===== src/hdl/cachePkg.sv =====
`default_nettype none

package cachePkg;

    // Cache geometry
    localparam int lineCount  = 16;
    localparam int memDepth   = 256;
    localparam int memLatency = 4;   // Cycles from req rise to ack

    typedef logic [31:0] addrT;
    typedef logic [31:0] wordT;
    typedef logic [25:0] tagT;       // Address bits 31:6
    typedef logic [3:0]  indexT;     // Address bits 5:2
    typedef logic [1:0]  offsetT;    // Byte within word
    typedef logic [3:0]  strbT;
    typedef logic [7:0]  memAddrT;   // Word index into backing memory

    typedef logic [$clog2(memLatency)-1:0] latCntT;

endpackage

`default_nettype wire


===== src/hdl/memOpPkg.sv =====
`default_nettype none

package memOpPkg;

    typedef enum logic [2:0] {
        LB,
        LH,
        LW,
        LBU,
        LHU,
        SB,
        SH,
        SW
    } memOpT;

    typedef enum logic [1:0] {
        apbIdle,
        apbWait,
        apbDone
    } apbStateT;

    typedef enum logic [2:0] {
        ctrlIdle,
        ctrlLookup,
        ctrlRefill,
        ctrlWrite,
        ctrlRespond
    } ctrlStateT;

    function automatic logic isStore(memOpT op);
        return op inside {SB, SH, SW};
    endfunction

endpackage

`default_nettype wire


===== src/hdl/cacheIfs.sv =====
`timescale 1ns/1ns
`default_nettype none

interface cacheReqIf;
    import cachePkg::*;
    import memOpPkg::*;

    logic  valid;   // One-cycle pulse
    addrT  addr;
    wordT  wdata;
    memOpT op;

    modport source (output valid, addr, wdata, op);
    modport sink   (input  valid, addr, wdata, op);
endinterface


`default_nettype wire


===== src/hdl/apbRequestPort.sv =====
`timescale 1ns/1ns
`default_nettype none

module apbRequestPort (
    input  logic             clk,
    input  logic             rstN,
    input  logic             psel,
    input  logic             penable,
    input  logic             pwrite,
    input  cachePkg::addrT   paddr,
    input  cachePkg::wordT   pwdata,
    input  memOpPkg::memOpT  memOp,
    input  logic             respDone,
    output logic             pready,
    cacheReqIf.source        req
);
    import memOpPkg::*;

    apbStateT state;
    logic     accessStart;

    // First access cycle of a new transfer
    assign accessStart = (state == apbIdle) && psel && penable;

    always_ff @(posedge clk) begin
        if (!rstN) begin
            state     <= apbIdle;
            req.valid <= 1'b0;
            pready    <= 1'b0;
        end else begin
            req.valid <= 1'b0;
            pready    <= 1'b0;
            case (state)
                apbIdle: begin
                    if (accessStart) begin
                        req.valid <= 1'b1;
                        state     <= apbWait;
                    end
                end
                apbWait: begin
                    if (respDone) begin
                        pready <= 1'b1;   // Completes transfer next cycle
                        state  <= apbDone;
                    end
                end
                apbDone: state <= apbIdle;
                default: state <= apbIdle;
            endcase
        end
    end

    always_ff @(posedge clk) begin
        if (accessStart) begin
            req.addr  <= paddr;
            req.op    <= memOp;
            req.wdata <= pwrite ? pwdata : '0;   // Read transfers carry no data
        end
    end

endmodule

`default_nettype wire


===== src/flat_wrapper.sv =====
// flat-port wrapper written by rule: the top's interface ports become plain ports
module apbRequestPort_flat import memOpPkg::*;
  (clk, rstN, psel, penable, pwrite, paddr, pwdata, memOp, respDone, pready, req_valid, req_addr, req_wdata, req_op);
  cacheReqIf req_i ();
  input  logic clk;
  input  logic rstN;
  input  logic psel;
  input  logic penable;
  input  logic pwrite;
  input  cachePkg::addrT paddr;
  input  cachePkg::wordT pwdata;
  input  memOpPkg::memOpT memOp;
  input  logic respDone;
  output logic pready;
  output wire logic [$bits(req_i.valid)-1:0] req_valid;
  output wire logic [$bits(req_i.addr)-1:0] req_addr;
  output wire logic [$bits(req_i.wdata)-1:0] req_wdata;
  output wire logic [$bits(req_i.op)-1:0] req_op;
  assign req_valid = req_i.valid;
  assign req_addr = req_i.addr;
  assign req_wdata = req_i.wdata;
  assign req_op = req_i.op;
  apbRequestPort u_core (.clk(clk), .rstN(rstN), .psel(psel), .penable(penable), .pwrite(pwrite), .paddr(paddr), .pwdata(pwdata), .memOp(memOp), .respDone(respDone), .pready(pready), .req(req_i));
endmodule

===== config.mk =====
export PLATFORM = sky130hd
export DESIGN_NAME = apbRequestPort_flat
export DESIGN_NICKNAME = d
export VERILOG_FILES = /design/src/hdl/cachePkg.sv /design/src/hdl/memOpPkg.sv /design/src/hdl/cacheIfs.sv /design/src/hdl/apbRequestPort.sv /design/src/flat_wrapper.sv
export SDC_FILE = /design/constraint.sdc
export NUM_CORES = 1
export LEC_CHECK = 0
export ABC_CLOCK_PERIOD_IN_PS = 3620
export BUFFER_PORTS_ARGS = -buffer_cell sky130_fd_sc_hd__buf_2
export CAP_MARGIN = 20
export CORE_UTILIZATION = 35
export CTS_CLUSTER_DIAMETER = 200
export DETAILED_ROUTE_END_ITERATION = 7
export PLACE_DENSITY = 0.69
export SLEW_MARGIN = 10
export SYNTH_ARGS = -nofsm -noshare
export SYNTH_HDL_FRONTEND = slang
export SYNTH_SLANG_ARGS = --single-unit

===== constraint.sdc =====
create_clock -name clk -period 3.62 [get_ports clk]
set_input_delay 0.181 -clock clk [delete_from_list [all_inputs] [get_ports clk]]
set_output_delay 0.181 -clock clk [all_outputs]
set_load 0.1 [all_outputs]

==> summary.txt <==
Floorplanning
  • Initial Util: a little under two fifths
  • Core footprint: roughly 6500 um2
  • Row Count: 29
  • Die Area: a little over 7000 um2
  • I/O pin count: around 140
  • Die width: approximately 85 um
  • Die Ht: 84.5 um

Power
  • P per Cell Area: about 530 nW/um2
  • Power Total: 1.89 mW
  • Leak: around 1.5 nW
  • VDD IR-drop max: roughly 0.26 mV

Routing
  • DR WL/cell: ~14 um
  • # DRC: 9
  • Vias: 1583
  • Routed wire length: 5080 um
  • Post-detailed-route count of antenna-violating nets: 0
  • Pre-antenna DRT Iters: 6
  • Vias/cell: between 4 and 5
  • Initial DRC count: 68

Clock network
  • CTS clk-pin slew, worst paths: approximately 0.07 ns
  • CTS tree: built
  • Clock buffer depth: 2
  • Clk_lat worst skew: roughly 0.33 ns
  • # H-tree levels: 3
  • Post-cts gate resize count: 0
  • CTS sink cnt: 71
  • TritonCTS buffer count: 9
  • Root buffer cell: clkbuf_8

Timing
  • Worst-margin pin slew: 0.816 ns
  • Final setup fails: 0
  • Max Slew Vio Count: 0
  • Final min period: between 1.5 and 2 ns
  • Setup TNS: 0 ns
  • Fin crit share: approximately half
  • Hold violation total from the final report: 0
  • RSZ-0062 raised after global routing: false
  • Peak Freq: about 0.57 GHz
  • Rel. slew slack: between 40 and 50%
  • Clock skew: approximately 0.0092 ns

Logic synthesis
  • Netlist cell types: 10
  • Flop and latch count out of synthesis: a little over 70
  • Async S/R FF share, synth: 0%
  • Avg Inst Size Synth: between 20 and 25 um2
  • Synth Flop Type: edfxtp_1
  • Post-synthesis sequential area ratio: 87.7%
  • Top-count cell post-synth: edfxtp_1
  • Number of synthesized flops with an enable pin: 67
  • Synthesized cell area: 2380 um2
  • Synth top cells by count: edfxtp_1, and2_2, and2_1, dfxtp_1, nor2_1
  • Yosys top cell area share: between 80% and 90%
  • Synth Warn #: 0
  • Synth Net Count: 188
  • Largest cells by area after synthesis: edfxtp_1, and2_2, dfxtp_1, and2_1, clkbuf_2
  • Syn Inst Count: around 120
  • Post-synth top area cell: edfxtp_1

Final layout
  • Share of layout cells above drive strength 1: 63.4%
  • Net count, final: 360
  • FF+latch area: 2090 um2
  • Fill count: about 550
  • ANT cells: 0
  • Area of the multi-input gates: ~290 um2
  • Area grow syn2layout: 50.7%

Run
  • Maxcap violations: 0

Placement
  • I/O Buffers: approximately 140
  • RD Place Congestion: between 0.6 and 0.7

Setup path
  • Setup CP Type: flop to flop
  • Arr. time, crit path: 1.70 ns
  • Slowest-stage cell, CP: buf_4
  • Crit-path max FO: between 60 and 70
  • Setup crit end kind: flop
  • R2R setup slack: between 1.5 and 2 ns
  • CP peak stage delay: between 0.6 and 0.7 ns
  • Crit path required time: 3.58 ns
  • Startpoint types: flop
  • CP Cell Sequence: nand3b_1 > nor2_4 > buf_4

Global route
  • Initial antenna violation count: 0
  • M1 GR Usage: around 16%
  • Met2 Use GR: roughly 22%
  • Top Usage Layer GRT: met2
  • GR Overflow Total: 0
  • Largest net degree at the start of global routing: 68
  • First-pass GRT wire length: about 7400 um
  • Global Route Usage Sum: 14.4%
  • M3 GR Usage: ~7.3%
  • Vias in the first global route: between 1500 and 2000

Outcome
  • Status: finished, violations left
  • Violations in the final reports: design-rule violations

Hold path
  • Hold Path Class: primary input to flop
-- routing by layer --
metal  share of wire, %  vias up  routed length, um
met2                 49       85               2510
met1                 37      727               1900
met3                 11       11                541
li1                   -      760                  -
met5                  0        -                  0
met4                2.5        0                128
-- path summary, 6_finish.rpt --
check	start	endpoint	depth (start not counted)
setup reg to reg	u_core.state[0]	u_core.req.wdata[27]	3
hold reg to reg	u_core.state[0]	u_core.state[1]	2
hold / removal	paddr[13]	u_core.req.addr[13]	1
setup / recovery	u_core.state[0]	u_core.req.wdata[27]	3
-- cells in the final DEF, fill, tap and decap left out, types with 2 or more instances in the layout --
cell / count
clkinv_2: 2
edfxtp_1: 67
nor2_1: 3
dfxtp_1: 4
and2_1: 5
clkbuf_8: 12
and2_2: 27
dlygate4sd3_1: 22
buf_2: 141
nand2b_1: 2
-- worst max-delay path: cells and delay by family (launching register included) --
kind / cells / cell delay (ns)
DFF: 1 / 0.33
and+or+nand+nor: 2 / 0.35
buffers and inverters: 1 / 0.65
-- per-stage QoR --
stage,hold WS [ns],instance area [um2],utilization [%],setup WS (ns),std cells
final,0.0249,3590,55.6,1.88,369
after CTS,0.000934,3490,54.1,1.85,359
after global routing,0.000142,3590,55.6,1.76,369
after global placement,0.358,3190,49.3,1.95,331
after floorplan,0.280,2390,-,0.944,115
after detailed placement,0.360,3190,49.3,1.87,331
-- final cells by class --
| class | instances | area share (%) |
|---|---|---|
| clock inverter | 3 | 0.487 |
| sequential | 71 | 58.2 |
| timing repair buffer | 164 | 26.0 |
| tap | 77 | 2.68 |
| multi-input combinational | 41 | 7.94 |
| clock buffer | 13 | 4.70 |
-- sequential cells by signal (all words and copies together) (netlist names) --
signal	flops
u_core.req.wdata	32
u_core.req.addr	32
u_core.req.valid	1
u_core.req.op	3
u_core.state	2
u_core.pready	1
-- timing repair --
action | CTS | global route
hold endpoints to repair | 12 | 10
hold buffers | 12 | 10
setup buffers | 0 | 0
-- cell families (layout without fill, tap and decap cells) --
group,after synthesis,after routing,synth area share [%]
AO/OA/AOI/OAI,1,1,0.210
buffers and inverters,3,180,0.629
flip-flops,71,71,87.7
AND/OR/NAND/NOR,40,40,11.4
-- power breakdown --
part	internal, mW	total (mW)	switching [mW]
clock network	0.303	0.577	0.274
logic	0.0773	0.368	0.290
registers	0.942	0.950	0.00836
No activity file was read; power rests on OpenSTA's default activity.
