File: config.mk
export PLATFORM = sky130hd
export DESIGN_NAME = loadFormatter_flat
export DESIGN_NICKNAME = d
export VERILOG_FILES = /design/src/hdl/cachePkg.sv /design/src/hdl/memOpPkg.sv /design/src/hdl/cacheIfs.sv /design/src/hdl/loadFormatter.sv /design/src/flat_wrapper.sv
export SDC_FILE = /design/constraint.sdc
export NUM_CORES = 1
export LEC_CHECK = 0
export BUFFER_PORTS_ARGS = -buffer_cell sky130_fd_sc_hd__buf_4
export CAP_MARGIN = 20
export CORE_MARGIN = 4
export CORE_UTILIZATION = 25
export CTS_CLUSTER_DIAMETER = 40
export CTS_CLUSTER_SIZE = 16
export DETAILED_ROUTE_END_ITERATION = 6
export GPL_ROUTABILITY_DRIVEN = 1
export PLACE_DENSITY = 0.52
export SYNTH_ARGS = -nofsm -noshare
export SYNTH_HDL_FRONTEND = slang
export SYNTH_SLANG_ARGS = --single-unit
export TNS_END_PERCENT = 5
File: constraint.sdc
create_clock -name clk -period 3.4 [get_ports clk]
set_clock_uncertainty 0.2 [all_clocks]
set_input_delay 0.85 -clock clk [delete_from_list [all_inputs] [get_ports clk]]
set_output_delay 0.85 -clock clk [all_outputs]
set_load 0.1 [all_outputs]
File: src/hdl/cachePkg.sv
`default_nettype none

package cachePkg;

    // Cache geometry
    localparam int lineCount  = 16;
    localparam int memDepth   = 256;
    localparam int memLatency = 4;   // Cycles from req rise to ack

    typedef logic [31:0] addrT;
    typedef logic [31:0] wordT;
    typedef logic [25:0] tagT;       // Address bits 31:6
    typedef logic [3:0]  indexT;     // Address bits 5:2
    typedef logic [1:0]  offsetT;    // Byte within word
    typedef logic [3:0]  strbT;
    typedef logic [7:0]  memAddrT;   // Word index into backing memory

    typedef logic [$clog2(memLatency)-1:0] latCntT;

endpackage

`default_nettype wire

File: src/hdl/memOpPkg.sv
`default_nettype none

package memOpPkg;

    typedef enum logic [2:0] {
        LB,
        LH,
        LW,
        LBU,
        LHU,
        SB,
        SH,
        SW
    } memOpT;

    typedef enum logic [1:0] {
        apbIdle,
        apbWait,
        apbDone
    } apbStateT;

    typedef enum logic [2:0] {
        ctrlIdle,
        ctrlLookup,
        ctrlRefill,
        ctrlWrite,
        ctrlRespond
    } ctrlStateT;

    function automatic logic isStore(memOpT op);
        return op inside {SB, SH, SW};
    endfunction

endpackage

`default_nettype wire

File: src/hdl/cacheIfs.sv
`timescale 1ns/1ns
`default_nettype none


interface cacheRespIf;
    import cachePkg::*;
    import memOpPkg::*;

    logic   valid;
    wordT   word;     // Raw line word, zero for stores
    offsetT offset;
    memOpT  op;
    logic   error;

    modport source (output valid, word, offset, op, error);
    modport sink   (input  valid, word, offset, op, error);
endinterface


`default_nettype wire

File: src/hdl/loadFormatter.sv
`timescale 1ns/1ns
`default_nettype none

module loadFormatter (
    input  logic            clk,
    input  logic            rstN,
    cacheRespIf.sink        resp,
    output cachePkg::wordT  prdata,
    output logic            pslverr,
    output logic            respDone
);
    import cachePkg::*;
    import memOpPkg::*;

    wordT        formatted;
    wordT        dataQ;
    logic        errQ;
    logic [7:0]  lane8;
    logic [15:0] lane16;

    assign lane8  = resp.word[8*resp.offset +: 8];
    assign lane16 = resp.offset[1] ? resp.word[31:16] : resp.word[15:0];

    always_comb begin
        case (resp.op)
            LB:      formatted = {{24{lane8[7]}}, lane8};
            LBU:     formatted = {24'b0, lane8};
            LH:      formatted = {{16{lane16[15]}}, lane16};
            LHU:     formatted = {16'b0, lane16};
            LW:      formatted = resp.word;
            default: formatted = '0;   // Stores return nothing
        endcase
        if (resp.error) begin
            formatted = '0;
        end
    end

    always_ff @(posedge clk) begin
        if (!rstN) begin
            respDone <= 1'b0;
            pslverr  <= 1'b0;
        end else begin
            respDone <= resp.valid;
            pslverr  <= respDone && errQ;   // Lines up with pready
        end
    end

    always_ff @(posedge clk) begin
        if (resp.valid) begin
            dataQ <= formatted;
            errQ  <= resp.error;
        end
        if (respDone) begin
            prdata <= dataQ;
        end
    end

endmodule

`default_nettype wire

File: src/flat_wrapper.sv
// flat-port wrapper written by rule: the top's interface ports become plain ports
module loadFormatter_flat import cachePkg::*; import memOpPkg::*;
  (clk, rstN, prdata, pslverr, respDone, resp_valid, resp_word, resp_offset, resp_op, resp_error);
  cacheRespIf resp_i ();
  input  logic clk;
  input  logic rstN;
  output cachePkg::wordT prdata;
  output logic pslverr;
  output logic respDone;
  input wire logic [$bits(resp_i.valid)-1:0] resp_valid;
  input wire logic [$bits(resp_i.word)-1:0] resp_word;
  input wire logic [$bits(resp_i.offset)-1:0] resp_offset;
  input wire logic [$bits(resp_i.op)-1:0] resp_op;
  input wire logic [$bits(resp_i.error)-1:0] resp_error;
  assign resp_i.valid = resp_valid;
  assign resp_i.word = resp_word;
  assign resp_i.offset = resp_offset;
  assign resp_i.op = resp_op;
  assign resp_i.error = resp_error;
  loadFormatter u_core (.clk(clk), .rstN(rstN), .resp(resp_i), .prdata(prdata), .pslverr(pslverr), .respDone(respDone));
endmodule
==> metrics.cfg <==
[global_route]
antenna_found_initial = 0
grt_pass1_vias = 2016
grt-ovfl-total = 0
grt_usage_pct = 10.9
grt_max_degree = 35
grt_pass1_wl_um = 10800

[floorplanning]
die_h_um = 115
die_area_um2 = 13300
io_pins = 75
row_count = 38
start_util_pct = 26.1
core_area_um2 = 11100
die_x_um = 115

[synth]
synth_area_leaders = edfxtp_1 68%, mux2i_1 5.2%, nand2_1 5.2%
synth_top_area_share_pct = 67.6
syn_area_um2 = 2890
synth_xor_area_share_pct = 0.607
yosys.area_share.simple_pct = 11.4
synthMuxAreaShare_pct = 5.72
synth_fa_ha_area_share_pct = 0
async_flop_share_pct = 0
synth.avg_cell_area_um2 = 13.7
yosysWarningCount = 0
syn_nets = 252
ys_top_cells_by_count = 65 x edfxtp_1, 40 x nand2_1, 20 x a21oi_1
synth_area_leader_cell = edfxtp_1
yosysMostFrequentCell = edfxtp_1
synth_compound_area_share_pct = 10.5
synth_cell_type_count = 40
synthFlopType = edfxtp_1
syn_inst = 211
ys_seq_area_share_pct = 69.0
synth_top_family_by_area = simple AND/OR/NAND/NOR gates
synth-seq-cells = 67
synth_edf_count = 65

[power]
swShare_pct = 28.3
power_switching_mw = 0.651
p_per_area_nw_per_um2 = 595
p_clk_share_pct = 38.6
p_seq_share_pct = 43.1
ir_worst_vdd_mv = 0.191
p_leak_nw = 1.43
pwr-share-comb_pct = 18.2
p_int_mw = 1.65

[status]
status = complete, no violations

[place]
dpl.cell_count = 416
dp_hpwl_um = 5020
gp_congestion = 0.798
numPortBuffers = 74

[critical_path]
cp_slowest_cell = a21o_1
critPathMaxStageDelay_ns = 0.61
cp_cell_sequence = buf_4, or2_1, a21o_1, buf_4, a21oi_1
cp.arrival_ns = 2.17
cp-start-kind = primary input
required_ns = 3.24
crit_top_cell = buf_4
endpoint_kind = flop
crit_type = primary input to flop
crit_path_max_fanout = 19

[route]
vias = 1945
route.detailed.drc = 0
ant_nets = 0
drt_iter0_drc = 155
routed_wl_um = 7060
first_pass_iters = 4
wire_per_inst_um = 16.3
vias_per_cell = 4.50

[clocking]
root_buffer = clkbuf_16
cts_htree_levels = 3
cts_buffer_depth = 2
cts.clk_slew.worst_paths_ns = 0.06
post_cts_buffers = 0
cts_buffers = 9
post_cts_resized = 0
cts.sinks = 67
ctsHoldBuffers = 0
tritoncts = yes
insertion_delay_ns = 0.32

[sta]
tightest_slew_ns = 0.736
slew_viol_final = 0
fmax_mhz = 429
relSlewSlack_pct = 50.9
finalSetupViolCount = 0
setup_tns_ns = 0
timing.final.crit_share_pct = 68.6
hold_viol = 0
min_period_ns = 2.33
rsz0062_at_grt = no

[final_layout]
fillers = 1115
fin_util_pct = 34.9
num_antenna_cells = 0
drive_gt1_share_pct = 35.6
area_growth_pct = 33.9
finalNonFillerCells = 432
fin_nets = 328

[flow_run]
maxCapViolCount = 0

[min_path]
hold_class = flop to flop

## per-layer routing
| layer | up-vias | routed length, um | GRT usage, % |
|---|---|---|---|
| met3 | 8 | 381 | 3.34 |
| met5 | - | 0 | 0 |
| met2 | 60 | 3450 | 17.6 |
| met1 | 924 | 3150 | 14.2 |
| met4 | 0 | 81 | 3.05 |
| li1 | 953 | - | - |
## cell type report
| cell class | count | area (um^2) | share of cell area, % |
|---|---|---|---|
| Sequential cell | 67 | 1990 | 51.6 |
| Inverter | 2 | 7.51 | 0.194 |
| Multi-Input combinational cell | 129 | 817 | 21.1 |
| Timing Repair Buffer | 78 | 586 | 15.2 |
| Clock inverter | 5 | 53.8 | 1.39 |
| Clock buffer | 11 | 233 | 6.02 |
| Tap cell | 140 | 175 | 4.53 |
## power by group through the flow
stage | sequential, mW | combinational, mW | clock [mW]
after detailed placement | 1.01 | 0.422 | 0
after floorplan | 1.22 | 0.0854 | 0
final | 0.991 | 0.419 | 0.887
after global routing | 0.997 | 0.439 | 0.956
after CTS | 0.993 | 0.422 | 0.911
after global placement | 1.01 | 0.419 | 0
## stage by stage
step | instance area, um^2 | hold WS (ns) | total power [mW] | setup WS (ns)
3_5_place_dp | 3580 | 0.205 | 1.43 | 0.783
3_3_place_gp | 3580 | 0.206 | 1.43 | 0.790
6_report | 3860 | 0.217 | 2.30 | 1.07
2_1_floorplan | 2890 | 0.200 | 1.30 | 0.728
5_1_grt | 3860 | 0.226 | 2.39 | 0.973
4_1_cts | 3860 | 0.216 | 2.33 | 1.12
## worst paths after layout
check,slack [ns],start,depth (start not counted),endpoint
setup / recovery,1.07,resp_op[1],5,u_core.dataQ[20]
hold / removal,0.22,u_core.dataQ[28],0,u_core.prdata[28]
setup reg to reg,1.99,u_core.respDone,1,u_core.prdata[0]
hold reg to reg,0.22,u_core.dataQ[28],0,u_core.prdata[28]
## critical path, delay by kind of cell
kind	cells	cell delay (ns)
compound gates	2	0.67
simple gates	1	0.17
buf+inv	2	0.48
## cell usage in the layout, fill, tap and decap left out, types with 2 or more instances in the layout
master	count
a211oi_1	2
a21oi_1	20
a31oi_1	7
and2_1	2
buf_4	78
clkbuf_1	2
clkbuf_16	9
clkinv_2	3
dfxtp_1	2
edfxtp_1	65
inv_1	2
mux2i_1	15
nand2_1	40
nand2b_1	2
nand3b_1	2
nor2_1	6
nor2b_1	2
nor3_1	4
nor3b_2	2
o221a_2	5
## state kept, by name (all words and copies together), names as in the netlist
signal           flops
u_core.dataQ        32
u_core.prdata       32
u_core.errQ          1
u_core.pslverr       1
u_core.respDone      1
## cells by family after synthesis
kind of cell / after synthesis
AND/OR/NAND/NOR: 68
flip-flops: 67
AO/OA/AOI/OAI: 43
multiplexers: 16
buffers and inverters: 15
XOR/XNOR: 2
(Power assumes the default switching activity.)
