**config.mk**
```make
export PLATFORM = sky130hd
export DESIGN_NAME = cacheController_flat
export DESIGN_NICKNAME = d
export VERILOG_FILES = /design/src/hdl/cachePkg.sv /design/src/hdl/memOpPkg.sv /design/src/hdl/cacheIfs.sv /design/src/hdl/cacheController.sv /design/src/flat_wrapper.sv
export SDC_FILE = /design/constraint.sdc
export NUM_CORES = 1
export LEC_CHECK = 0
export BUFFER_PORTS_ARGS = -buffer_cell sky130_fd_sc_hd__buf_4
export CAP_MARGIN = 20
export CORE_MARGIN = 4
export CORE_UTILIZATION = 30
export DETAILED_ROUTE_END_ITERATION = 16
export SLEW_MARGIN = 15
export SYNTH_ARGS = -nofsm -noshare
export SYNTH_HDL_FRONTEND = slang
export SYNTH_SLANG_ARGS = --single-unit
export TNS_END_PERCENT = 10
```
**constraint.sdc**
```tcl
create_clock -name clk -period 10.1 [get_ports clk]
set_clock_uncertainty 0.2 [all_clocks]
set_input_delay 0.505 -clock clk [delete_from_list [all_inputs] [get_ports clk]]
set_output_delay 0.505 -clock clk [all_outputs]
set_load 0.005 [all_outputs]
```
**src/hdl/cachePkg.sv**
```systemverilog
`default_nettype none

package cachePkg;

    // Cache geometry
    localparam int lineCount  = 16;
    localparam int memDepth   = 256;
    localparam int memLatency = 4;   // Cycles from req rise to ack

    typedef logic [31:0] addrT;
    typedef logic [31:0] wordT;
    typedef logic [25:0] tagT;       // Address bits 31:6
    typedef logic [3:0]  indexT;     // Address bits 5:2
    typedef logic [1:0]  offsetT;    // Byte within word
    typedef logic [3:0]  strbT;
    typedef logic [7:0]  memAddrT;   // Word index into backing memory

    typedef logic [$clog2(memLatency)-1:0] latCntT;

endpackage

`default_nettype wire

```
**src/hdl/memOpPkg.sv**
```systemverilog
`default_nettype none

package memOpPkg;

    typedef enum logic [2:0] {
        LB,
        LH,
        LW,
        LBU,
        LHU,
        SB,
        SH,
        SW
    } memOpT;

    typedef enum logic [1:0] {
        apbIdle,
        apbWait,
        apbDone
    } apbStateT;

    typedef enum logic [2:0] {
        ctrlIdle,
        ctrlLookup,
        ctrlRefill,
        ctrlWrite,
        ctrlRespond
    } ctrlStateT;

    function automatic logic isStore(memOpT op);
        return op inside {SB, SH, SW};
    endfunction

endpackage

`default_nettype wire

```
**src/hdl/cacheIfs.sv**
```systemverilog
`timescale 1ns/1ns
`default_nettype none

interface cacheReqIf;
    import cachePkg::*;
    import memOpPkg::*;

    logic  valid;   // One-cycle pulse
    addrT  addr;
    wordT  wdata;
    memOpT op;

    modport source (output valid, addr, wdata, op);
    modport sink   (input  valid, addr, wdata, op);
endinterface

interface cacheRespIf;
    import cachePkg::*;
    import memOpPkg::*;

    logic   valid;
    wordT   word;     // Raw line word, zero for stores
    offsetT offset;
    memOpT  op;
    logic   error;

    modport source (output valid, word, offset, op, error);
    modport sink   (input  valid, word, offset, op, error);
endinterface

interface memIf;
    import cachePkg::*;

    logic    req;     // Held until ack
    logic    we;
    memAddrT addr;
    strbT    wstrb;
    wordT    wdata;
    logic    ack;
    wordT    rdata;   // Valid with ack

    modport master (output req, we, addr, wstrb, wdata, input  ack, rdata);
    modport slave  (input  req, we, addr, wstrb, wdata, output ack, rdata);
endinterface

`default_nettype wire

```
**src/hdl/cacheController.sv**
```systemverilog
`timescale 1ns/1ns
`default_nettype none

module cacheController (
    input  logic        clk,
    input  logic        rstN,
    cacheReqIf.sink     req,
    cacheRespIf.source  resp,
    memIf.master        mem
);
    import cachePkg::*;
    import memOpPkg::*;

    ctrlStateT            state;
    addrT                 reqAddr;
    wordT                 reqWdata;
    memOpT                reqOp;
    tagT                  tagArr [lineCount];
    wordT                 dataArr [lineCount];
    logic [lineCount-1:0] validArr;
    wordT                 respWord;
    logic                 respError;
    tagT                  reqTag;
    indexT                reqIndex;
    offsetT               reqOffset;
    logic                 hit;
    logic                 misaligned;
    logic                 badAccess;
    strbT                 storeStrb;
    wordT                 storeData;

    assign reqTag    = reqAddr[31:6];
    assign reqIndex  = reqAddr[5:2];
    assign reqOffset = reqAddr[1:0];
    assign hit       = validArr[reqIndex] && (tagArr[reqIndex] == reqTag);

    always_comb begin
        case (reqOp)
            LH, LHU, SH: misaligned = reqOffset[0];
            LW, SW:      misaligned = (reqOffset != 2'b00);
            default:     misaligned = 1'b0;
        endcase
    end

    assign badAccess = misaligned || (reqAddr >= addrT'(4 * memDepth));

    // Place store bytes in their lanes
    always_comb begin
        case (reqOp)
            SB: begin
                storeStrb = strbT'(1) << reqOffset;
                storeData = {4{reqWdata[7:0]}};
            end
            SH: begin
                storeStrb = reqOffset[1] ? 4'b1100 : 4'b0011;
                storeData = {2{reqWdata[15:0]}};
            end
            SW: begin
                storeStrb = 4'b1111;
                storeData = reqWdata;
            end
            default: begin
                storeStrb = '0;
                storeData = reqWdata;
            end
        endcase
    end

    assign mem.we      = (state == ctrlWrite);
    assign mem.addr    = reqAddr[2 +: $bits(memAddrT)];
    assign mem.wstrb   = storeStrb;
    assign mem.wdata   = storeData;

    assign resp.valid  = (state == ctrlRespond);
    assign resp.word   = respWord;
    assign resp.offset = reqOffset;
    assign resp.op     = reqOp;
    assign resp.error  = respError;

    always_ff @(posedge clk) begin
        if (!rstN) begin
            state    <= ctrlIdle;
            mem.req  <= 1'b0;
            validArr <= '0;
        end else begin
            case (state)
                ctrlIdle: if (req.valid) state <= ctrlLookup;
                ctrlLookup: begin
                    if (badAccess) begin
                        state <= ctrlRespond;   // Skips memory
                    end else if (isStore(reqOp)) begin
                        mem.req <= 1'b1;
                        state   <= ctrlWrite;
                    end else if (hit) begin
                        state <= ctrlRespond;
                    end else begin
                        mem.req <= 1'b1;
                        state   <= ctrlRefill;
                    end
                end
                ctrlRefill: begin
                    if (mem.ack) begin
                        mem.req            <= 1'b0;
                        validArr[reqIndex] <= 1'b1;
                        state              <= ctrlRespond;
                    end
                end
                ctrlWrite: begin
                    if (mem.ack) begin
                        mem.req <= 1'b0;
                        state   <= ctrlRespond;
                    end
                end
                default: state <= ctrlIdle;
            endcase
        end
    end

    always_ff @(posedge clk) begin
        case (state)
            ctrlIdle: begin
                if (req.valid) begin
                    reqAddr  <= req.addr;
                    reqWdata <= req.wdata;
                    reqOp    <= req.op;
                end
            end
            ctrlLookup: begin
                respError <= badAccess;
                respWord  <= (badAccess || isStore(reqOp)) ? '0 : dataArr[reqIndex];
                if (!badAccess && isStore(reqOp) && hit) begin   // Merge on store hit
                    for (int b = 0; b < 4; b++) begin
                        if (storeStrb[b]) begin
                            dataArr[reqIndex][8*b +: 8] <= storeData[8*b +: 8];
                        end
                    end
                end
            end
            ctrlRefill: begin
                if (mem.ack) begin
                    dataArr[reqIndex] <= mem.rdata;
                    tagArr[reqIndex]  <= reqTag;
                    respWord          <= mem.rdata;
                end
            end
            default: ;
        endcase
    end

endmodule

`default_nettype wire

```
**src/flat_wrapper.sv**
```systemverilog
// flat-port wrapper written by rule: the top's interface ports become plain ports
module cacheController_flat import cachePkg::*; import memOpPkg::*;
  (clk, rstN, req_valid, req_addr, req_wdata, req_op, resp_valid, resp_word, resp_offset, resp_op, resp_error, mem_req, mem_we, mem_addr, mem_wstrb, mem_wdata, mem_ack, mem_rdata);
  cacheReqIf req_i ();
  cacheRespIf resp_i ();
  memIf mem_i ();
  input  logic clk;
  input  logic rstN;
  input wire logic [$bits(req_i.valid)-1:0] req_valid;
  input wire logic [$bits(req_i.addr)-1:0] req_addr;
  input wire logic [$bits(req_i.wdata)-1:0] req_wdata;
  input wire logic [$bits(req_i.op)-1:0] req_op;
  output wire logic [$bits(resp_i.valid)-1:0] resp_valid;
  output wire logic [$bits(resp_i.word)-1:0] resp_word;
  output wire logic [$bits(resp_i.offset)-1:0] resp_offset;
  output wire logic [$bits(resp_i.op)-1:0] resp_op;
  output wire logic [$bits(resp_i.error)-1:0] resp_error;
  output wire logic [$bits(mem_i.req)-1:0] mem_req;
  output wire logic [$bits(mem_i.we)-1:0] mem_we;
  output wire logic [$bits(mem_i.addr)-1:0] mem_addr;
  output wire logic [$bits(mem_i.wstrb)-1:0] mem_wstrb;
  output wire logic [$bits(mem_i.wdata)-1:0] mem_wdata;
  input wire logic [$bits(mem_i.ack)-1:0] mem_ack;
  input wire logic [$bits(mem_i.rdata)-1:0] mem_rdata;
  assign req_i.valid = req_valid;
  assign req_i.addr = req_addr;
  assign req_i.wdata = req_wdata;
  assign req_i.op = req_op;
  assign resp_valid = resp_i.valid;
  assign resp_word = resp_i.word;
  assign resp_offset = resp_i.offset;
  assign resp_op = resp_i.op;
  assign resp_error = resp_i.error;
  assign mem_req = mem_i.req;
  assign mem_we = mem_i.we;
  assign mem_addr = mem_i.addr;
  assign mem_wstrb = mem_i.wstrb;
  assign mem_wdata = mem_i.wdata;
  assign mem_i.ack = mem_ack;
  assign mem_i.rdata = mem_rdata;
  cacheController u_core (.clk(clk), .rstN(rstN), .req(req_i), .resp(resp_i), .mem(mem_i));
endmodule
```
==> metrics.txt, run 1 <==
# TYPE chip_impl_metric gauge
chip_impl_metric{name="final_layout_size_suffix_gt1_frac",unit=""} 0.298
chip_impl_metric{name="finish.net_count",unit=""} 2440
chip_impl_metric{name="design.die.area",unit="sq um"} 146000
chip_impl_info{name="synth_ff_type",value="sky130_fd_sc_hd__edfxtp_1"} 1
chip_impl_metric{name="cp_max_fo",unit=""} 57
chip_impl_info{name="critical_path_sink_type",value="flip-flop"} 1
chip_impl_info{name="slowest_stage",value="sky130_fd_sc_hd__dfxtp_4"} 1
chip_impl_metric{name="rd_place_congestion",unit=""} 0.860
chip_impl_metric{name="first_global_vias",unit=""} 22200
chip_impl_metric{name="final_min_period_over_clock_period",unit=""} 0.602
chip_impl_metric{name="fin_hold_ws",unit="ps"} 60.3
chip_impl_metric{name="multi_input_comb_area",unit="sq um"} 9780
chip_impl_metric{name="number_of_h_tree_levels",unit=""} 3
chip_impl_metric{name="hold_violations",unit=""} 0
chip_impl_metric{name="floorplan.initialDensity",unit=""} 0.303
chip_impl_metric{name="number_of_antenna_violations_at_the_first_check_in_global_routing",unit=""} 7
chip_impl_metric{name="port_buffers",unit=""} 187
chip_impl_metric{name="vdd.ir_drop.worst",unit="uV"} 144
chip_impl_metric{name="path_buf_inv",unit=""} 1
chip_impl_metric{name="post_synthesis_instance_area",unit="sq um"} 41900
chip_impl_metric{name="placementRows",unit=""} 136
chip_impl_metric{name="fill_cells",unit=""} 12500
chip_impl_metric{name="worst_pin_slew",unit="ps"} 1190
chip_impl_metric{name="finalWorstPathRequiredPeriod",unit="ps"} 6080
chip_impl_metric{name="io_pins",unit=""} 188
chip_impl_metric{name="core-area",unit="sq um"} 138000
chip_impl_metric{name="global_route_wire_length_before_repair",unit="um"} 167000
chip_impl_metric{name="cp.arrival",unit="ps"} 6190
chip_impl_info{name="critical_path.top_delay_family",value="simple AND/OR/NAND/NOR gates"} 1
chip_impl_metric{name="avgRoutedWirePerCell",unit="um"} 27.3
chip_impl_metric{name="clock_latency_reported_for_the_late_side_of_the_worst_skew_pair",unit="ps"} 710
chip_impl_metric{name="clockBufferDepth",unit=""} 3
chip_impl_info{name="rsz0062_at_grt",value="false"} 1
chip_impl_metric{name="grt_start_max_net_pins",unit=""} 121
chip_impl_info{name="timing_worst_setup_path_type",value="reg2reg"} 1
chip_impl_metric{name="number_of_buffers_inserted_by_post_cts_setup_repair",unit=""} 0
chip_impl_metric{name="drtAntennaViolNets",unit=""} 0
chip_impl_metric{name="detailedPlacementHpwl",unit="um"} 72700
chip_impl_metric{name="synth-seq-area-share",unit=""} 0.749
chip_impl_info{name="most_frequent_cell_after_synthesis",value="sky130_fd_sc_hd__edfxtp_1"} 1
chip_impl_metric{name="route.vias.total",unit=""} 22000
chip_impl_metric{name="clock-sinks",unit=""} 1052
chip_impl_metric{name="yosysUniqueCellTypes",unit=""} 65
chip_impl_info{name="path_cells",value="buf_4 > mux4_1 > mux4_2 > xnor2_1 > nand4_1 > nor4_4 > nand4_2 > a21oi_1"} 1
chip_impl_metric{name="total_length_of_routed_wires",unit="um"} 117000
chip_impl_metric{name="synth-async-reset-ratio",unit=""} 0
chip_impl_metric{name="layout.area.seq",unit="sq um"} 31400
chip_impl_metric{name="powerDensity",unit="nW/um^2"} 193
chip_impl_metric{name="drc",unit=""} 0
chip_impl_info{name="netlist_top_cells_count",value="sky130_fd_sc_hd__edfxtp_1, sky130_fd_sc_hd__mux4_2, sky130_fd_sc_hd__a21oi_1"} 1
chip_impl_metric{name="ys_ff_latch",unit=""} 1052
chip_impl_info{name="synth_area_leader_cell",value="sky130_fd_sc_hd__edfxtp_1"} 1
chip_impl_metric{name="max-slew-margin-rel",unit=""} 0.209
chip_impl_metric{name="die_height",unit="um"} 382
chip_impl_metric{name="clock_pin_slew_worst_setup_and_hold_paths",unit="ps"} 70
chip_impl_metric{name="setup_viol",unit=""} 0
chip_impl_metric{name="detail_route.vias_per_cell",unit=""} 5.12
chip_impl_metric{name="drt_pass1_iterations",unit=""} 6
chip_impl_metric{name="die_w",unit="um"} 382
chip_impl_metric{name="tritoncts.num_buffers",unit=""} 105
chip_impl_metric{name="utilization",unit=""} 0.361
chip_impl_metric{name="timing.final.max_slew_violations",unit=""} 0
chip_impl_metric{name="fmax",unit="GHz"} 0.165
chip_impl_metric{name="drt_iter0_drc",unit=""} 2809
chip_impl_metric{name="avgSynthCellArea",unit="sq um"} 20.6
chip_impl_metric{name="crit_required",unit="ps"} 10210
chip_impl_info{name="start_kind",value="flip-flop"} 1
chip_impl_metric{name="yosys.area.top_type_share",unit=""} 0.737
chip_impl_metric{name="postSynthNetCount",unit=""} 2136
chip_impl_info{name="hold_path_class",value="in2reg"} 1
chip_impl_metric{name="area_growth_syn_to_layout",unit="%"} 19.1
chip_impl_metric{name="grtUsageTotal",unit=""} 0.157
chip_impl_metric{name="static_leak",unit="uW"} 0.0159
chip_impl_metric{name="grt.overflow.total",unit=""} 0
chip_impl_metric{name="drv.max_cap_violation_count",unit=""} 0
chip_impl_info{name="status",value="completed"} 1
chip_impl_metric{name="synthCells",unit=""} 2033
chip_impl_info{name="cts_tree",value="done"} 1
chip_impl_metric{name="yosysWarnings",unit=""} 0
chip_impl_metric{name="slowest_delay",unit="ps"} 970
chip_impl_info{name="ys_top_cells_by_area",value="sky130_fd_sc_hd__edfxtp_1, sky130_fd_sc_hd__mux4_2, sky130_fd_sc_hd__mux2i_1"} 1
chip_impl_metric{name="number_of_synthesized_flops_with_an_enable_pin",unit=""} 1028
chip_impl_info{name="clockRootBuffer",value="sky130_fd_sc_hd__clkbuf_16"} 1
chip_impl_metric{name="finalSetupTns",unit="ps"} 0
==> final timing paths <==
| kind | startpoint | end | slack (ps) | cells past startpoint |
|---|---|---|---|---|
| hold reg to reg | u_core.validArr[12] | u_core.validArr[12] | 270 | 1 |
| setup / recovery | flip-flop | u_core.dataArr[10][20] | 4020 | 8 |
| setup reg to reg | flip-flop | u_core.dataArr[10][20] | 4020 | 8 |
| hold / removal | req_valid | u_core.state[0] | 60 | 4 |
==> per-layer routing <==
layer	wire length, um	global-route usage
met1	48200	0.215
met2	55100	0.251
met3	10800	0.0374
met4	3030	0.0476
met5	41	0
==> worst reg2reg max path, delay by kind of cell, from the launching register on <==
family          cells  cell delay (ps)
xor+xnor            1              170
compound gates      1              910
flops               1              970
simple gates        3             1690
mux                 2             1120
buf+inv             1              640
==> repair_timing <==
action	4_1_cts	5_1_grt
hold buffers	101	0
hold endpoints to repair	122	0
gates resized for setup	0	0
==> state kept, by name, summed over array words and instances, names as in the netlist, named ones only <==
| register | count |
|---|---|
| u_core.dataArr | 512 |
| u_core.tagArr | 416 |
| u_core.reqAddr | 32 |
| u_core.reqWdata | 32 |
| u_core.resp.word | 32 |
| u_core.validArr | 16 |
| u_core.resp.op | 3 |
| u_core.state | 3 |
| u_core.mem.req | 1 |
| u_core.resp.error | 1 |
==> kinds of logic (layout without fill, tap and decap cells) <==
family | Yosys count | count (layout) | synth area share
AO/OA/AOI/OAI | 207 | 207 | 0.0303
XOR/XNOR | 29 | 29 | 0.00607
buffers and inverters | 167 | 558 | 0.0210
flip-flops | 1052 | 1052 | 0.749
multiplexers | 381 | 381 | 0.169
other | 0 | 2 | 0
AND/OR/NAND/NOR | 197 | 197 | 0.0244
==> layout make-up <==
cell class              count  area share
clock buffers             126      0.0547
well taps                1863      0.0468
repair buffers            325      0.0555
diodes                      2    0.000100
flip-flops and latches   1052       0.629
inverters                  39     0.00296
multi-input cells         814       0.196
clock inverters            68      0.0145
==> power by group <==
part | leakage, uW | internal (uW) | switching [uW]
registers | 0.00948 | 4850 | 79.5
logic | 0.00476 | 364 | 442
clock network | 0.00166 | 2180 | 1720
==> layout by cell type (no fill, tap or decap), drive strengths merged, types with 20 or more instances in the layout <==
| cell | Yosys | final |
|---|---|---|
| buf | 75 | 224 |
| mux4 | 253 | 253 |
| a21oi | 83 | 83 |
| mux2 | 60 | 60 |
| nor2 | 46 | 46 |
| dfxtp | 24 | 24 |
| clkinv | 0 | 45 |
| o21a | 20 | 20 |
| dlygate4sd3 | 0 | 101 |
| edfxtp | 1028 | 1028 |
| inv | 39 | 48 |
| nand2 | 60 | 60 |
| xnor2 | 23 | 23 |
| mux2i | 68 | 68 |
| clkbuf | 53 | 126 |
| o21ai | 42 | 42 |
==> per-stage QoR <==
stage / worst slack (ps) / power (uW) / cell area (sq um) / instances
finish: 4020 / 9640 / 49800 / 4289
detailed placement: 3910 / 5800 / 45300 / 3988
global placement: 4140 / 5790 / 45300 / 3988
CTS: 3960 / 9720 / 49800 / 4283
floorplan: 5740 / 5480 / 41900 / 2033
global route: 3730 / 9950 / 49800 / 4289
No activity file was read; power rests on OpenSTA's default activity.
==> run 2, diff against run 1 <==
==> constraint.sdc (replaced) <==
create_clock -name clk -period 5.4 [get_ports clk]
set_clock_uncertainty 0.2 [all_clocks]
set_input_delay 0.27 -clock clk [delete_from_list [all_inputs] [get_ports clk]]
set_output_delay 0.27 -clock clk [all_outputs]
set_load 0.005 [all_outputs]
==> run 2 against run 1 <==
Compared with the run above: global-route usage grew 0.18 points; critical endpoint is now u_core.dataArr[7][17]; largest cell class unchanged; flip-flop and latch count is the same; first-iteration DRC count shrank 15%; cell count grew 2.0%; setup slack lost 3400 ps; die area is the same; power grew 88%; clock power grew 88%; routed wire length grew 0.56%; register-to-register slack lost 3400 ps; final area grew 1.4%; sequential power grew 87%.
==> metrics.txt, run 2 (synthesized netlist as in run 1, its figures left out) <==
# TYPE chip_impl_metric gauge
chip_impl_info{name="status",value="completed"} 1
chip_impl_metric{name="power.share.clock",unit=""} 0.406
chip_impl_metric{name="switching_share",unit=""} 0.230
chip_impl_metric{name="final_min_period_over_clock_period",unit=""} 0.876
chip_impl_metric{name="power",unit="uW"} 18100
chip_impl_metric{name="cp.arrival",unit="ps"} 4950
chip_impl_metric{name="number_of_antenna_violations_at_the_first_check_in_global_routing",unit=""} 8
chip_impl_metric{name="floorplan.initialDensity",unit=""} 0.303
chip_impl_info{name="slowest_stage",value="sky130_fd_sc_hd__dfxtp_4"} 1
chip_impl_info{name="worst_reg2reg_endpoint",value="u_core.dataArr[7][17]"} 1
chip_impl_metric{name="max-slew-margin-rel",unit=""} 0.158
chip_impl_info{name="critical_path.most_common_cell",value="sky130_fd_sc_hd__buf_4"} 1
chip_impl_metric{name="intPower",unit="uW"} 13900
chip_impl_metric{name="die_w",unit="um"} 382
chip_impl_metric{name="finalWorstPathRequiredPeriod",unit="ps"} 4730
chip_impl_info{name="path_cells",value="buf_4 > mux2i_1 > nand2_1 > a211o_1 > a21boi_0 > o221ai_1 > nor4_4 > nand4_2 > buf_4 > a21oi_1 > buf_4"} 1
chip_impl_metric{name="worst_pin_slew",unit="ps"} 1250
chip_impl_metric{name="cp_max_fo",unit=""} 44
chip_impl_metric{name="global_route_wire_length_before_repair",unit="um"} 169000
chip_impl_metric{name="hold-path-cell-count",unit=""} 2
chip_impl_info{name="reg.largest.list",value="u_core.dataArr (512), u_core.tagArr (416)"} 1
chip_impl_metric{name="tritoncts.num_buffers",unit=""} 101
chip_impl_info{name="layout.cells.most_common",value="sky130_fd_sc_hd__edfxtp_1"} 1
chip_impl_metric{name="slowest_delay",unit="ps"} 870
chip_impl_metric{name="timing.final.max_slew_violations",unit=""} 0
chip_impl_metric{name="number_of_buffers_inserted_by_post_cts_setup_repair",unit=""} 0
chip_impl_metric{name="multi_input_comb_area",unit="sq um"} 9780
chip_impl_metric{name="detailedPlacementHpwl",unit="um"} 75300
chip_impl_info{name="rsz0062_at_grt",value="false"} 1
chip_impl_metric{name="fmax",unit="GHz"} 0.211
chip_impl_metric{name="area_growth_syn_to_layout",unit="%"} 20.7
chip_impl_metric{name="drt_iter0_drc",unit=""} 2394
chip_impl_metric{name="hold_violations",unit=""} 0
chip_impl_metric{name="setup_viol",unit=""} 0
chip_impl_metric{name="drv.max_cap_violation_count",unit=""} 0
chip_impl_info{name="timing.hold.worst.start",value="req_wdata[20]"} 1
chip_impl_info{name="hold_path_end",value="u_core.reqWdata[20]"} 1
chip_impl_metric{name="port_buffers",unit=""} 187
chip_impl_metric{name="r2r_slack",unit="ps"} 670
chip_impl_metric{name="largest_reg_flops",unit=""} 512
chip_impl_metric{name="final_layout_size_suffix_gt1_frac",unit=""} 0.325
chip_impl_metric{name="first_global_vias",unit=""} 22500
chip_impl_metric{name="power.combinational.fraction",unit=""} 0.084
chip_impl_info{name="start_kind",value="flip-flop"} 1
chip_impl_metric{name="rd_place_congestion",unit=""} 0.837
chip_impl_metric{name="number_of_h_tree_levels",unit=""} 3
chip_impl_info{name="timing_worst_setup_path_type",value="reg2reg"} 1
chip_impl_info{name="max_flop_register",value="u_core.dataArr"} 1
chip_impl_metric{name="core-area",unit="sq um"} 138000
chip_impl_info{name="cts_tree",value="done"} 1
chip_impl_info{name="layout_common_cells",value="sky130_fd_sc_hd__edfxtp_1, sky130_fd_sc_hd__buf_4, sky130_fd_sc_hd__mux4_2"} 1
chip_impl_metric{name="clock-sinks",unit=""} 1052
chip_impl_info{name="clockRootBuffer",value="sky130_fd_sc_hd__clkbuf_16"} 1
chip_impl_metric{name="clock_latency_reported_for_the_late_side_of_the_worst_skew_pair",unit="ps"} 720
chip_impl_metric{name="fill_cells",unit=""} 12500
chip_impl_info{name="critical_path_sink_type",value="flip-flop"} 1
chip_impl_metric{name="design.die.area",unit="sq um"} 146000
chip_impl_metric{name="io_pins",unit=""} 188
chip_impl_metric{name="placementRows",unit=""} 136
chip_impl_metric{name="r2r_cells",unit=""} 11
chip_impl_metric{name="total_length_of_routed_wires",unit="um"} 118000
chip_impl_metric{name="finalSetupTns",unit="ps"} 0
chip_impl_metric{name="detail_route.vias_per_cell",unit=""} 5.04
chip_impl_metric{name="grt.overflow.total",unit=""} 0
chip_impl_metric{name="crit_required",unit="ps"} 5620
chip_impl_metric{name="route.vias.total",unit=""} 22100
chip_impl_metric{name="drt_pass1_iterations",unit=""} 7
chip_impl_metric{name="drc",unit=""} 0
chip_impl_metric{name="die_height",unit="um"} 382
chip_impl_metric{name="finish.net_count",unit=""} 2527
chip_impl_metric{name="vdd.ir_drop.worst",unit="uV"} 272
chip_impl_metric{name="avgRoutedWirePerCell",unit="um"} 26.9
chip_impl_metric{name="reg_power_frac",unit=""} 0.510
chip_impl_metric{name="layout.area.seq",unit="sq um"} 31400
chip_impl_metric{name="cts-resized-gates",unit=""} 0
chip_impl_metric{name="clock_pin_slew_worst_setup_and_hold_paths",unit="ps"} 70
chip_impl_metric{name="clockBufferDepth",unit=""} 3
chip_impl_info{name="hold_path_class",value="in2reg"} 1
chip_impl_metric{name="power.switching",unit="uW"} 4160
chip_impl_metric{name="grtUsageTotal",unit=""} 0.159
chip_impl_metric{name="grt_start_max_net_pins",unit=""} 85
chip_impl_metric{name="drtAntennaViolNets",unit=""} 0
chip_impl_metric{name="static_leak",unit="uW"} 0.0164
chip_impl_metric{name="powerDensity",unit="nW/um^2"} 358
==> run 2: cell types whose count changed in the layout (fill, tap and decap cells not counted), moves of 2 or more <==
cell / before / now
sky130_fd_sc_hd__buf_4: 218 / 308
sky130_fd_sc_hd__clkinv_1: 20 / 8
sky130_fd_sc_hd__clkbuf_16: 106 / 101
sky130_fd_sc_hd__clkinvlp_4: 5 / 10
sky130_fd_sc_hd__inv_6: 7 / 2
sky130_fd_sc_hd__bufinv_16: 9 / 13
sky130_fd_sc_hd__clkinv_2: 12 / 16
sky130_fd_sc_hd__clkinv_16: 2 / 5
sky130_fd_sc_hd__dlygate4sd3_1: 101 / 104
sky130_fd_sc_hd__buf_16: 2 / 0
sky130_fd_sc_hd__clkbuf_8: 0 / 2
sky130_fd_sc_hd__diode_2: 2 / 4
==> run 2: through the flow <==
step | setup WS [ps] | hold WS (ps) | area (sq um) | cells | utilization
2_1_floorplan | 1090 | 169 | 41900 | 2033 | -
3_3_place_gp | 732 | 242 | 46000 | 4079 | 0.333
3_5_place_dp | 626 | 249 | 46000 | 4079 | 0.333
4_1_cts | 632 | 0.340 | 50500 | 4371 | 0.366
5_1_grt | 282 | 34.1 | 50500 | 4375 | 0.366
6_report | 671 | 52.3 | 50500 | 4376 | 0.366
==> run 2: how the worst max path moves through the flow <==
stage	end	startpoint	cells after the start	slack (ps)
final	u_core.dataArr[7][17]	flip-flop	11	670
after global routing	u_core.dataArr[7][21]	flip-flop	11	280
after CTS	u_core.dataArr[7][21]	flip-flop	11	630
after detailed placement	u_core.dataArr[7][21]	flip-flop	11	630
after global placement	u_core.dataArr[3][18]	flip-flop	11	730
after floorplan	flip-flop	u_core.state[0]	4	1090
==> run 2: critical path: cells and delay by family (launching register included) <==
kind,cells,cell delay (ps)
AO/OA/AOI/OAI,4,1030
buffers and inverters,3,970
AND/OR/NAND/NOR,3,960
flip-flops,1,870
multiplexers,1,350
==> run 2: layer usage <==
layer | track usage | up-vias | wire length (um)
met5 | 0 | - | 0
met4 | 0.0470 | 0 | 2850
met3 | 0.0330 | 147 | 9720
met2 | 0.259 | 1071 | 56700
met1 | 0.216 | 11700 | 48500
li1 | - | 9165 | -
==> run 2: timing repair <==
action	CTS	global route
endpoints found under the hold margin	128	0
setup endpoints to repair	0	0
hold buffers	104	0
==> run 2: power by group through the flow <==
stage	logic, uW	clock network [uW]	registers [uW]
2_1_floorplan	955	0	9300
3_3_place_gp	1450	0	9400
3_5_place_dp	1470	0	9400
4_1_cts	1530	7490	9230
5_1_grt	1610	7870	9230
6_report	1520	7340	9220
==> run 2: cell type report <==
type,count,area share
Inverter,39,0.00292
Antenna cell,4,0.000198
Tap cell,1863,0.0461
Multi-Input combinational cell,814,0.194
Clock buffer,124,0.0521
Clock inverter,64,0.0169
Sequential cell,1052,0.620
Timing Repair Buffer,416,0.0678
==> run 3, diff against run 2 <==
--- a/config.mk
+++ b/config.mk
@@ -7,6 +7,7 @@
 export LEC_CHECK = 0
 export BUFFER_PORTS_ARGS = -buffer_cell sky130_fd_sc_hd__buf_4
 export CAP_MARGIN = 20
+export CORE_ASPECT_RATIO = 1.1
 export CORE_MARGIN = 4
 export CORE_UTILIZATION = 30
 export DETAILED_ROUTE_END_ITERATION = 16
==> run 3 against run 2 <==
Compared with the run above: power increased by 1.0%; register-to-register slack got worse by 60 ps; fmax decreased by 1.3%; largest cell class unchanged; clock power increased by 3%; largest power group unchanged; critical path type unchanged; highest routed layer is now met5; routed wire length decreased by 1.4%.
==> metrics.txt, run 3 (synthesized netlist as in run 1, its figures left out) <==
# TYPE chip_impl_metric gauge
chip_impl_metric{name="clockBufferDepth",unit=""} 3
chip_impl_metric{name="detailedPlace.worstSlack",unit="ps"} 567
chip_impl_metric{name="powerDensity",unit="nW/um^2"} 361
chip_impl_metric{name="area_growth_syn_to_layout",unit="%"} 20.8
chip_impl_metric{name="cp_max_fo",unit=""} 50
chip_impl_metric{name="post-route-worst-setup-slack",unit="ps"} 609
chip_impl_metric{name="first_global_vias",unit=""} 22500
chip_impl_metric{name="die_height",unit="um"} 400
chip_impl_metric{name="static_leak",unit="uW"} 0.0164
chip_impl_metric{name="global_route_wire_length_before_repair",unit="um"} 166000
chip_impl_metric{name="drv.max_cap_violation_count",unit=""} 0
chip_impl_metric{name="drt_pass1_iterations",unit=""} 5
chip_impl_metric{name="max-slew-margin-rel",unit=""} 0.251
chip_impl_metric{name="cp.arrival",unit="ps"} 4980
chip_impl_info{name="layout_common_cells",value="sky130_fd_sc_hd__edfxtp_1, sky130_fd_sc_hd__buf_4, sky130_fd_sc_hd__mux4_2"} 1
chip_impl_metric{name="post-route-cell-area",unit="sq um"} 50600
chip_impl_metric{name="grt.overflow.total",unit=""} 0
chip_impl_metric{name="tritoncts.num_buffers",unit=""} 103
chip_impl_metric{name="grt_start_max_net_pins",unit=""} 129
chip_impl_metric{name="hold-path-cell-count",unit=""} 2
chip_impl_info{name="max_flop_register",value="u_core.dataArr"} 1
chip_impl_info{name="critical_path_sink_type",value="flip-flop"} 1
chip_impl_info{name="start_kind",value="flip-flop"} 1
chip_impl_metric{name="finalSetupTns",unit="ps"} 0
chip_impl_metric{name="finalWorstPathRequiredPeriod",unit="ps"} 4790
chip_impl_metric{name="clock_pin_slew_worst_setup_and_hold_paths",unit="ps"} 60
chip_impl_metric{name="detailedPlacementHpwl",unit="um"} 74200
chip_impl_metric{name="fin_hold_ws",unit="ps"} 70.3
chip_impl_metric{name="fin_cells",unit=""} 4323
chip_impl_info{name="status",value="completed"} 1
chip_impl_info{name="timing_worst_setup_path_type",value="reg2reg"} 1
chip_impl_metric{name="fmax",unit="GHz"} 0.209
chip_impl_metric{name="detailed_place.area",unit="sq um"} 45900
chip_impl_info{name="layout.cells.most_common",value="sky130_fd_sc_hd__edfxtp_1"} 1
chip_impl_metric{name="worst_pin_slew",unit="ps"} 1100
chip_impl_metric{name="crit_required",unit="ps"} 5590
chip_impl_info{name="clockRootBuffer",value="sky130_fd_sc_hd__clkbuf_16"} 1
chip_impl_metric{name="drtAntennaViolNets",unit=""} 0
chip_impl_metric{name="core-area",unit="sq um"} 138000
chip_impl_metric{name="avgRoutedWirePerCell",unit="um"} 26.9
chip_impl_metric{name="io_pins",unit=""} 188
chip_impl_metric{name="final_min_period_over_clock_period",unit=""} 0.887
chip_impl_metric{name="clock_latency_reported_for_the_late_side_of_the_worst_skew_pair",unit="ps"} 720
chip_impl_metric{name="design.die.area",unit="sq um"} 146000
chip_impl_metric{name="drc",unit=""} 0
chip_impl_info{name="hold_path_class",value="in2reg"} 1
chip_impl_info{name="reg.largest.list",value="u_core.dataArr (512), u_core.tagArr (416)"} 1
chip_impl_metric{name="fill_cells",unit=""} 12500
chip_impl_metric{name="number_of_h_tree_levels",unit=""} 3
chip_impl_metric{name="floorplan.initialDensity",unit=""} 0.303
chip_impl_metric{name="port_buffers",unit=""} 187
chip_impl_metric{name="r2r_cells",unit=""} 11
chip_impl_metric{name="timing.final.max_slew_violations",unit=""} 0
chip_impl_metric{name="vdd.ir_drop.worst",unit="uV"} 255
chip_impl_metric{name="final_layout_size_suffix_gt1_frac",unit=""} 0.324
chip_impl_metric{name="clock-sinks",unit=""} 1052
chip_impl_metric{name="die_w",unit="um"} 364
chip_impl_info{name="cts_tree",value="done"} 1
chip_impl_info{name="rsz0062_at_grt",value="false"} 1
chip_impl_metric{name="placementRows",unit=""} 143
chip_impl_metric{name="finish.net_count",unit=""} 2526
chip_impl_metric{name="largest_reg_flops",unit=""} 512
chip_impl_metric{name="rd_place_congestion",unit=""} 0.835
chip_impl_metric{name="detail_route.vias_per_cell",unit=""} 5.07
chip_impl_metric{name="drt_iter0_drc",unit=""} 2386
chip_impl_metric{name="setup_viol",unit=""} 0
chip_impl_metric{name="grtUsageTotal",unit=""} 0.158
chip_impl_metric{name="route.vias.total",unit=""} 21900
chip_impl_metric{name="number_of_antenna_violations_at_the_first_check_in_global_routing",unit=""} 4
chip_impl_metric{name="place.detailed.instances",unit=""} 4026
chip_impl_metric{name="hold_violations",unit=""} 0
chip_impl_metric{name="total_length_of_routed_wires",unit="um"} 116000
-- run 3: changes by cell type in the layout (fill, tap and decap cells not counted), sizes merged --
| cell | previous run | this run |
|---|---|---|
| buf | 312 | 309 |
| bufinv | 13 | 16 |
| clkbuf | 124 | 121 |
| clkinv | 38 | 40 |
| diode | 4 | 2 |
| clkinvlp | 10 | 11 |
-- run 3: worst max-delay path, stage by stage (launching register included) --
cell and delay (ps):
sky130_fd_sc_hd__dfxtp_4 950, sky130_fd_sc_hd__buf_4 450, sky130_fd_sc_hd__mux4_2 550, sky130_fd_sc_hd__mux2i_1 150, sky130_fd_sc_hd__mux2i_1 110, sky130_fd_sc_hd__xnor2_1 170, sky130_fd_sc_hd__nand4_1 270, sky130_fd_sc_hd__nor4_4 730
sky130_fd_sc_hd__nand4_2 200, sky130_fd_sc_hd__buf_4 280, sky130_fd_sc_hd__a21oi_1 180, sky130_fd_sc_hd__buf_4 210
-- run 3: repair_timing --
item,in CTS,in global routing
gates resized for setup,0,0
hold endpoints to repair,231,0
buffers inserted,0,0
hold buffers,104,0
endpoints found under the setup margin,0,0
-- run 3: area by class of cell --
| type | instances | area [sq um] | area share |
|---|---|---|---|
| Tap cell | 1812 | 2270 | 0.0448 |
| Antenna cell | 2 | 5.00 | 0.0000990 |
| Clock inverter | 70 | 910 | 0.0180 |
| Inverter | 39 | 148 | 0.00292 |
| Multi-Input combinational cell | 814 | 9780 | 0.193 |
| Clock buffer | 121 | 2670 | 0.0527 |
| Sequential cell | 1052 | 31400 | 0.620 |
| Timing Repair Buffer | 413 | 3420 | 0.0677 |
-- run 3: metal layers --
metal | share of wire | vias up | track usage
met5 | 0.00011 | - | 0
met4 | 0.026 | 2 | 0.0497
met3 | 0.077 | 172 | 0.0351
met2 | 0.49 | 985 | 0.258
met1 | 0.41 | 11600 | 0.210
li1 | - | 9180 | -
-- run 3: report_power, final --
part / internal [uW] / switching (uW) / leakage [uW]
sequential: 9070 / 154 / 0.00948
clock: 4340 / 3190 / 0.00171
combinational: 689 / 817 / 0.00522
total: 14100 / 4160 / 0.0164
-- run 3: path summary, 6_finish.rpt --
path	start	end	slack [ps]
worst max-delay path	flip-flop	u_core.dataArr[4][18]	610
worst min-delay path	req_wdata[28]	u_core.reqWdata[28]	70
worst max register to register	flip-flop	u_core.dataArr[4][18]	610
worst min register to register	u_core.validArr[6]	u_core.validArr[6]	270
-- run 3: stage by stage --
stage	utilization	power [uW]
floorplan	-	10300
global placement	0.332	10800
detailed placement	0.332	10900
CTS	0.366	18400
global route	0.366	18900
finish	0.366	18300
